<file path="src/hw/relay_alu_pkg.sv">
// Relay ALU shared types.
// Data word, function codes, destination select and controller states
// for the eight-bit relay computer arithmetic-logic section.

`default_nettype none

package relay_alu_pkg;

  parameter int WIDTH_DEFAULT = 8;

  typedef logic [WIDTH_DEFAULT-1:0] alu_byte_t; // One word on the relay bus.

  typedef enum logic [2:0] {
    FUNC_ADD = 3'b000,
    FUNC_INC = 3'b001,
    FUNC_AND = 3'b010,
    FUNC_OR  = 3'b011,
    FUNC_XOR = 3'b100,
    FUNC_NOT = 3'b101,
    FUNC_SHL = 3'b110,
    FUNC_CLR = 3'b111
  } alu_func_t;

  typedef enum logic {
    DEST_A = 1'b0,
    DEST_D = 1'b1
  } alu_dest_t;

  typedef enum logic [1:0] {
    IDLE  = 2'b00,
    LOAD  = 2'b01,
    WRITE = 2'b10,
    DONE  = 2'b11
  } ctrl_state_t;

endpackage

`default_nettype wire

</file>
<file path="src/hw/relay_alu_if.sv">
// Relay ALU command interface.
// Carries the controller's strobes and steering to the datapath.

`timescale 1ns/1ps
`default_nettype none

interface relay_alu_if
  import relay_alu_pkg::*;
();

  logic      load_ops;     // Latch B and C.
  logic      write_result; // Write destination and flags.
  alu_func_t func;
  alu_dest_t dest_sel;
  logic      add_carry_in;
  logic      c_enable;     // Low forces the C operand to zero at the adder.

  modport ctrl (
    output load_ops,
    output write_result,
    output func,
    output dest_sel,
    output add_carry_in,
    output c_enable
  );

  modport datapath (
    input load_ops,
    input write_result,
    input func,
    input dest_sel,
    input add_carry_in,
    input c_enable
  );

endinterface

`default_nettype wire

</file>
<file path="src/hw/relay_adder.sv">
// Relay ripple-carry adder.
// One full-adder cell per bit, with the carry passed on a true rail and a
// complement rail as in the relay design. C can be gated off for increment.

`timescale 1ns/1ps
`default_nettype none

module relay_adder #(
  parameter int WIDTH = 8
) (
  input  logic [WIDTH-1:0] b,
  input  logic [WIDTH-1:0] c,
  input  logic             carry_in,
  input  logic             c_enable,
  output logic [WIDTH-1:0] sum,
  output logic             carry_out
);

  logic [WIDTH-1:0] c_gated;
  logic [WIDTH:0]   carry_t;
  logic [WIDTH:0]   carry_n;

  assign c_gated    = c_enable ? c : '0;
  assign carry_t[0] = carry_in;
  assign carry_n[0] = ~carry_in;

  for (genvar i = 0; i < WIDTH; i++) begin : g_cell
    logic differ;

    assign differ = b[i] ^ c_gated[i];

    // With unequal inputs the cell passes the opposite rail through to the sum.
    assign sum[i] = differ ? carry_n[i] : carry_t[i];

    // A carry is made by two ones, or passed along when the inputs differ.
    assign carry_t[i+1] = (b[i] & c_gated[i]) | (differ & carry_t[i]);
    assign carry_n[i+1] = (~b[i] & ~c_gated[i]) | (differ & carry_n[i]);
  end

  assign carry_out = carry_t[WIDTH] & ~carry_n[WIDTH]; // Rails are complementary once settled.

endmodule

`default_nettype wire

</file>
<file path="src/hw/relay_logic_unit.sv">
// Relay logic unit.
// Combinational bitwise, rotate and clear functions on the B and C operands.

`timescale 1ns/1ps
`default_nettype none

module relay_logic_unit
  import relay_alu_pkg::*;
#(
  parameter int WIDTH = 8
) (
  input  logic [WIDTH-1:0] b,
  input  logic [WIDTH-1:0] c,
  input  alu_func_t        func,
  output logic [WIDTH-1:0] logic_out
);

  always_comb begin
    case (func)
      FUNC_AND: begin
        logic_out = b & c;
      end
      FUNC_OR: begin
        logic_out = b | c;
      end
      FUNC_XOR: begin
        logic_out = b ^ c;
      end
      FUNC_NOT: begin
        logic_out = ~b;
      end
      FUNC_SHL: begin
        logic_out = {b[WIDTH-2:0], b[WIDTH-1]}; // The top bit wraps round into bit 0.
      end
      FUNC_CLR: begin
        logic_out = '0;
      end
      default: begin
        logic_out = '0; // Add and increment results come from the adder.
      end
    endcase
  end

endmodule

`default_nettype wire

</file>
<file path="src/hw/relay_result_regs.sv">
// Relay ALU register bank.
// Holds operand registers B and C, result registers A and D, and the
// zero, sign and carry condition flags.

`timescale 1ns/1ps
`default_nettype none

module relay_result_regs
  import relay_alu_pkg::*;
#(
  parameter int WIDTH = 8
) (
  input  logic                clk,
  input  logic                reset,
  input  logic [WIDTH-1:0]    data_b,
  input  logic [WIDTH-1:0]    data_c,
  input  logic [WIDTH-1:0]    sum,
  input  logic                carry_out,
  input  logic [WIDTH-1:0]    logic_out,
  relay_alu_if.datapath       bus,
  output logic [WIDTH-1:0]    b_value,
  output logic [WIDTH-1:0]    c_value,
  output logic [WIDTH-1:0]    reg_a,
  output logic [WIDTH-1:0]    reg_d,
  output logic                flag_zero,
  output logic                flag_sign,
  output logic                flag_carry
);

  logic             use_sum;
  logic [WIDTH-1:0] result;

  assign use_sum = (bus.func == FUNC_ADD) || (bus.func == FUNC_INC);
  assign result  = use_sum ? sum : logic_out;

  always_ff @(posedge clk) begin
    if (reset) begin
      b_value    <= '0;
      c_value    <= '0;
      reg_a      <= '0;
      reg_d      <= '0;
      flag_zero  <= 1'b0;
      flag_sign  <= 1'b0;
      flag_carry <= 1'b0;
    end else begin
      if (bus.load_ops) begin
        b_value <= data_b;
        c_value <= data_c;
      end
      if (bus.write_result) begin
        if (bus.dest_sel == DEST_A) begin
          reg_a <= result;
        end else begin
          reg_d <= result;
        end
        flag_zero  <= (result == '0);
        flag_sign  <= result[WIDTH-1];
        flag_carry <= use_sum & carry_out; // Logic functions always clear carry.
      end
    end
  end

endmodule

`default_nettype wire

</file>
<file path="src/hw/relay_alu_ctrl.sv">
// Relay ALU controller.
// Runs the four-phase req/ack handshake with the host and sequences the
// operand load and result write of the datapath.

`timescale 1ns/1ps
`default_nettype none

module relay_alu_ctrl
  import relay_alu_pkg::*;
(
  input  logic      clk,
  input  logic      reset,
  input  logic      req,
  input  alu_func_t func,
  input  alu_dest_t dest,
  output logic      ack,
  relay_alu_if.ctrl bus
);

  ctrl_state_t state;
  ctrl_state_t state_next;
  logic        req_sync;
  alu_func_t   func_q;
  alu_dest_t   dest_q;

  // The host request is registered once before the FSM acts on it.
  always_ff @(posedge clk) begin
    if (reset) begin
      state    <= IDLE;
      req_sync <= 1'b0;
      func_q   <= FUNC_ADD;
      dest_q   <= DEST_A;
    end else begin
      state    <= state_next;
      req_sync <= req;
      if (state == IDLE && req_sync) begin
        func_q <= func; // Host holds func and dest stable until ack.
        dest_q <= dest;
      end
    end
  end

  always_comb begin
    state_next = state;
    case (state)
      IDLE: begin
        if (req_sync) begin
          state_next = LOAD;
        end
      end
      LOAD: begin
        state_next = WRITE;
      end
      WRITE: begin
        state_next = DONE;
      end
      DONE: begin
        if (!req_sync) begin
          state_next = IDLE; // A held request keeps ack high here.
        end
      end
      default: begin
        state_next = IDLE;
      end
    endcase
  end

  assign ack              = (state == DONE);
  assign bus.load_ops     = (state == LOAD);
  assign bus.write_result = (state == WRITE);
  assign bus.func         = func_q;
  assign bus.dest_sel     = dest_q;

  // Increment is B plus a carry in of one with C held off the adder.
  assign bus.add_carry_in = (func_q == FUNC_INC);
  assign bus.c_enable     = (func_q != FUNC_INC);

endmodule

`default_nettype wire

</file>
<file path="src/hw/relay_alu_top.sv">
// Relay ALU top level.
// Ties the controller, the adder, the logic unit and the register bank
// together behind the host handshake ports.

`timescale 1ns/1ps
`default_nettype none

module relay_alu_top
  import relay_alu_pkg::*;
#(
  parameter int WIDTH = WIDTH_DEFAULT
) (
  input  logic             clk,
  input  logic             reset,
  input  logic             req,
  input  alu_func_t        func,
  input  alu_dest_t        dest,
  input  logic [WIDTH-1:0] data_b,
  input  logic [WIDTH-1:0] data_c,
  output logic             ack,
  output logic [WIDTH-1:0] reg_a,
  output logic [WIDTH-1:0] reg_d,
  output logic             flag_zero,
  output logic             flag_sign,
  output logic             flag_carry
);

  logic [WIDTH-1:0] b_value;
  logic [WIDTH-1:0] c_value;
  logic [WIDTH-1:0] sum;
  logic             carry_out;
  logic [WIDTH-1:0] logic_out;

  relay_alu_if bus ();

  relay_alu_ctrl u_ctrl (
    .clk   (clk),
    .reset (reset),
    .req   (req),
    .func  (func),
    .dest  (dest),
    .ack   (ack),
    .bus   (bus.ctrl)
  );

  relay_adder #(.WIDTH(WIDTH)) u_adder (
    .b         (b_value),
    .c         (c_value),
    .carry_in  (bus.add_carry_in),
    .c_enable  (bus.c_enable),
    .sum       (sum),
    .carry_out (carry_out)
  );

  relay_logic_unit #(.WIDTH(WIDTH)) u_logic (
    .b         (b_value),
    .c         (c_value),
    .func      (bus.func),
    .logic_out (logic_out)
  );

  relay_result_regs #(.WIDTH(WIDTH)) u_regs (
    .clk        (clk),
    .reset      (reset),
    .data_b     (data_b),
    .data_c     (data_c),
    .sum        (sum),
    .carry_out  (carry_out),
    .logic_out  (logic_out),
    .bus        (bus.datapath),
    .b_value    (b_value),
    .c_value    (c_value),
    .reg_a      (reg_a),
    .reg_d      (reg_d),
    .flag_zero  (flag_zero),
    .flag_sign  (flag_sign),
    .flag_carry (flag_carry)
  );

endmodule

`default_nettype wire

</file>
<file path="config.mk">
export PLATFORM = sky130hd
export DESIGN_NAME = relay_alu_top
export DESIGN_NICKNAME = d
export VERILOG_FILES = /design/src/hw/relay_alu_pkg.sv /design/src/hw/relay_alu_if.sv /design/src/hw/relay_adder.sv /design/src/hw/relay_logic_unit.sv /design/src/hw/relay_result_regs.sv /design/src/hw/relay_alu_ctrl.sv /design/src/hw/relay_alu_top.sv
export SDC_FILE = /design/constraint.sdc
export NUM_CORES = 1
export LEC_CHECK = 0
export BUFFER_PORTS_ARGS = -buffer_cell sky130_fd_sc_hd__buf_2
export CELL_PAD_IN_SITES_DETAIL_PLACEMENT = 0
export CELL_PAD_IN_SITES_GLOBAL_PLACEMENT = 1
export CORE_MARGIN = 2
export CORE_UTILIZATION = 46
export CTS_BUF_LIST = sky130_fd_sc_hd__clkbuf_16
export DETAILED_ROUTE_END_ITERATION = 8
export PLACE_DENSITY = 0.82
export SLEW_MARGIN = 0
export SYNTH_ARGS = -nofsm -noshare
export SYNTH_HDL_FRONTEND = slang
export SYNTH_SLANG_ARGS = --single-unit
</file>
<file path="constraint.sdc">
create_clock -name clk -period 6.6 [get_ports clk]
set_clock_uncertainty 0.2 [all_clocks]
set_input_delay 0.33 -clock clk [delete_from_list [all_inputs] [get_ports clk]]
set_output_delay 0.33 -clock clk [all_outputs]
set_load 0.01 [all_outputs]
</file>
==> metrics.md <==
| Metric | Value |
|---|---|
| Run status | `finished, final reports clean` |
| Met3 Use GR | `0.0318` |
| Chip height | `a little over 80 um` |
| Hold violation count in the final report | `0` |
| Reg-to-reg startpoint | `u_ctrl.bus.func[2]` |
| Fraction of power consumed by sequential logic | `0.297` |
| Buffers and inverters on the worst path | `0` |
| Required time worst endpoint | `approximately 6600 ps` |
| Average wire per standard cell | `roughly 15 um` |
| Max-cap violations | `0` |
| Maximum number of pins on one net before global-route repair | `44` |
| Net switching power figure | `a little under 0.5 mW` |
| Kind of cell with the highest combined delay on the critical path | `compound AO/OA/AOI/OAI gates` |
| Async set or reset register ratio after synthesis | `0` |
| Gate Count Post-Synth | `about 330` |
| Layout cells sized above 1 | `0.170` |
| Critical Path, Cell by Cell | `nor2_1 > nand2_1 > nand2_1 > ha_1 > nor2b_1 > o21bai_1 > a311oi_1 > a211oi_1 > nand4b_1 > o21ai_1` |
| Hold buffer count at CTS | `0` |
| Total of cells resized after clock tree synthesis | `0` |
| Cts bufs inserted | `5` |
| P per Cell Area | `between 300 and 400 nW/um^2` |
| Mean area per synthesized cell | `just under 9 sq um` |
| Routed via count | `2437` |
| Standard-cell row count | `28` |
| Top-Level Pins | `43` |
| Number of storage elements in the synthesis netlist | `between 40 and 50` |
| Top post-synthesis cells by area | `dfxtp_1 (29%), ha_1 (15%), mux2i_1 (9.8%)` |
| Post-layout nets | `422` |
| Number of filler instances in the final layout | `571` |
| Final worst path period share | `0.534` |
| Final Wtd Congestion | `approximately 0.90` |
| Worst setup EP type | `flip-flop` |
| Worst min path class | `in2reg` |
| Worst IR drop on VDD | `0.000280 V` |
| Most common cell in the synthesized netlist | `nor2_1` |
| Proportion of total power due to net switching | `0.390` |
| Area growth syn-to-layout | `14.0%` |
| Clk slew on worst S/H paths | `around 70 ps` |
| Worst hold margin | `53.6 ps` |
| DRT iter0 DRCs | `132` |
| Synthesis warning total | `0` |
| Residual overflow from global routing | `0` |
| Antenna violations before repair | `0` |
| Global router's overall resource usage | `0.201` |
| Post-synth net total | `391` |
| Startpoint of the worst setup timing path | `u_ctrl.bus.func[2]` |
| Max_slew headroom | `0.284` |
| Final Max Tran Viols | `0` |
| Final WL | `roughly 6700 um` |
| RSZ-0062 raised after global routing | `no` |
| Die Wd | `slightly above 80 um` |
| DR DRC count | `0` |
| Master of the slowest instance on the critical path | `dfxtp_1` |
| Wire length of the first global-routing pass | `11600 um` |
| Count of port buffers added during placement | `42` |
| Final critical delay including setup and external delays | `3520 ps` |
| Detailed-routing iteration count for the pre-antenna-repair pass | `5` |
| Worst Path Arrival | `3540 ps` |
| Top cells by instance count after synthesis | `nor2_1 (44), dfxtp_1 (42), ha_1 (35)` |
| Largest fanout on the critical path | `19` |
| Met2 Usage GRT | `0.322` |
| Count of flip-flops with a built-in enable after synthesis | `0` |
| # Post-CTS Setup Buffers | `0` |
| Clock Sinks | `42` |
| Cell-internal power | `0.762 mW` |
| Fmax achieved | `around 280 MHz` |
| Count of final setup violators | `0` |
| Clk Tree Root Cell | `clkbuf_16` |
| Sequential cell area fraction in the yosys report | `0.293` |
| Share of power burned in combinational logic | `0.442` |
| Kind of launch point of the worst setup path | `flip-flop` |
| Detail Route Antenna Nets | `0` |
| Setup tns final | `0 ps` |
| Yosys cell types | `between 50 and 60` |
| Die Footprint | `about 6900 sq um` |
| Placeable Area | `5990 sq um` |
| Worst Setup Path Type | `reg2reg` |
| Clock tree from TritonCTS | `built` |
| Grt met1 use | `0.286` |
| Clock insertion delay at the later pin of the skew report | `290 ps` |
| Maximum clock insertion buffer count | `2` |
| Leakage | `1.42 nW` |
| Total power draw | `about 1.2 mW` |
| Global-route layer with the greatest usage | `met2` |
| Initial core utilization | `0.479` |
| Cell Area, Synth | `2870 sq um` |
| Hold Startpoint | `req` |
| Clk pwr share | `0.261` |
| Critical path's most frequent cell | `nand2_1` |
| Post-synth top flop | `dfxtp_1` |
| Leading area contributor after synthesis | `dfxtp_1` |
| Vias in the first global route | `around 2300` |
| Share of the synthesized area in the top cell type | `0.293` |
| Detail Placement HPWL | `5050 um` |
| Slowest cell delay on critical path | `between 700 and 800 ps` |
| # H-tree levels | `2` |
| Total inserted antenna cells | `0` |
| Transition time at the pin with the least slew margin | `~1100 ps` |
| Routed via count divided by cell count | `5.55` |
-- placed cells by master (no fill, tap or decap), types with 4 or more instances in the layout --
cell / n
nor2_1: 44
buf_2: 42
dfxtp_1: 42
ha_1: 35
inv_1: 31
mux2i_1: 28
nand2_1: 20
a21oi_1: 17
a211oi_1: 13
nand3_1: 8
nand2b_1: 7
o22ai_1: 5
clkbuf_16: 5
nor2b_1: 4
o221ai_1: 4
o21ai_0: 4
nor3_1: 4
-- routing by layer --
layer | share of wire | vias up | wire length [um]
met1 | 0.49 | 1146 | 3280
li1 | - | 1224 | -
met5 | 0 | - | 0
met3 | 0.045 | 6 | 303
met4 | 0.0087 | 0 | 58
met2 | 0.46 | 61 | 3050
-- kinds of logic (layout without fill, tap and decap cells) --
family                     Yosys count  in the layout  share of synthesized area
AOI/OAI and AO/OA                   71             71                      0.191
muxes                               30             30                      0.107
xor gates and xnor gates             2              2                    0.00611
buffers and inverters               50             82                     0.0750
DFF                                 42             42                      0.293
adders and majority gates           36             36                      0.160
and+or+nand+nor                    101            101                      0.168
-- through the flow --
stage | area (sq um) | instances | setup WS [ps] | utilization
floorplan | 2870 | 332 | 3800 | -
global placement | 3080 | 431 | 3210 | 0.514
detailed placement | 3080 | 431 | 3140 | 0.514
CTS | 3270 | 439 | 3070 | 0.546
global route | 3270 | 439 | 2780 | 0.546
finish | 3270 | 439 | 3080 | 0.546
-- power groups by stage --
stage | Sequential (mW) | Clock [mW] | Combinational (mW)
floorplan | 0.358 | 0 | 0.434
CTS | 0.372 | 0.329 | 0.554
finish | 0.372 | 0.326 | 0.552
global route | 0.381 | 0.340 | 0.624
global placement | 0.376 | 0 | 0.545
detailed placement | 0.377 | 0 | 0.547
-- worst paths after layout --
check                                   endpoint  slack [ps]  depth (start not counted)
worst max-delay path            u_regs.flag_zero        3080                         10
worst min-delay path             u_ctrl.req_sync          50                          2
worst max register to register  u_regs.flag_zero        3080                         10
worst min register to register  u_regs.flag_zero         250                          2
-- cell type report --
| class | count | area, sq um | area share |
|---|---|---|---|
| multi-input cells | 240 | 1810 | 0.554 |
| clock inverters | 3 | 68.8 | 0.0210 |
| repair buffers | 42 | 210 | 0.0642 |
| inverters | 32 | 120 | 0.0367 |
| flip-flops and latches | 42 | 841 | 0.257 |
| clock buffers | 5 | 125 | 0.0382 |
| well taps | 75 | 93.8 | 0.0287 |
-- state kept, by name, indices dropped and copies added, names as in the netlist, 2 cells and up --
signal           count
u_ctrl.bus.func      3
u_ctrl.state         2
u_regs.b_value       8
u_regs.c_value       8
u_regs.reg_a         8
u_regs.reg_d         8
Note: power is estimated with default switching activity, not from simulation.
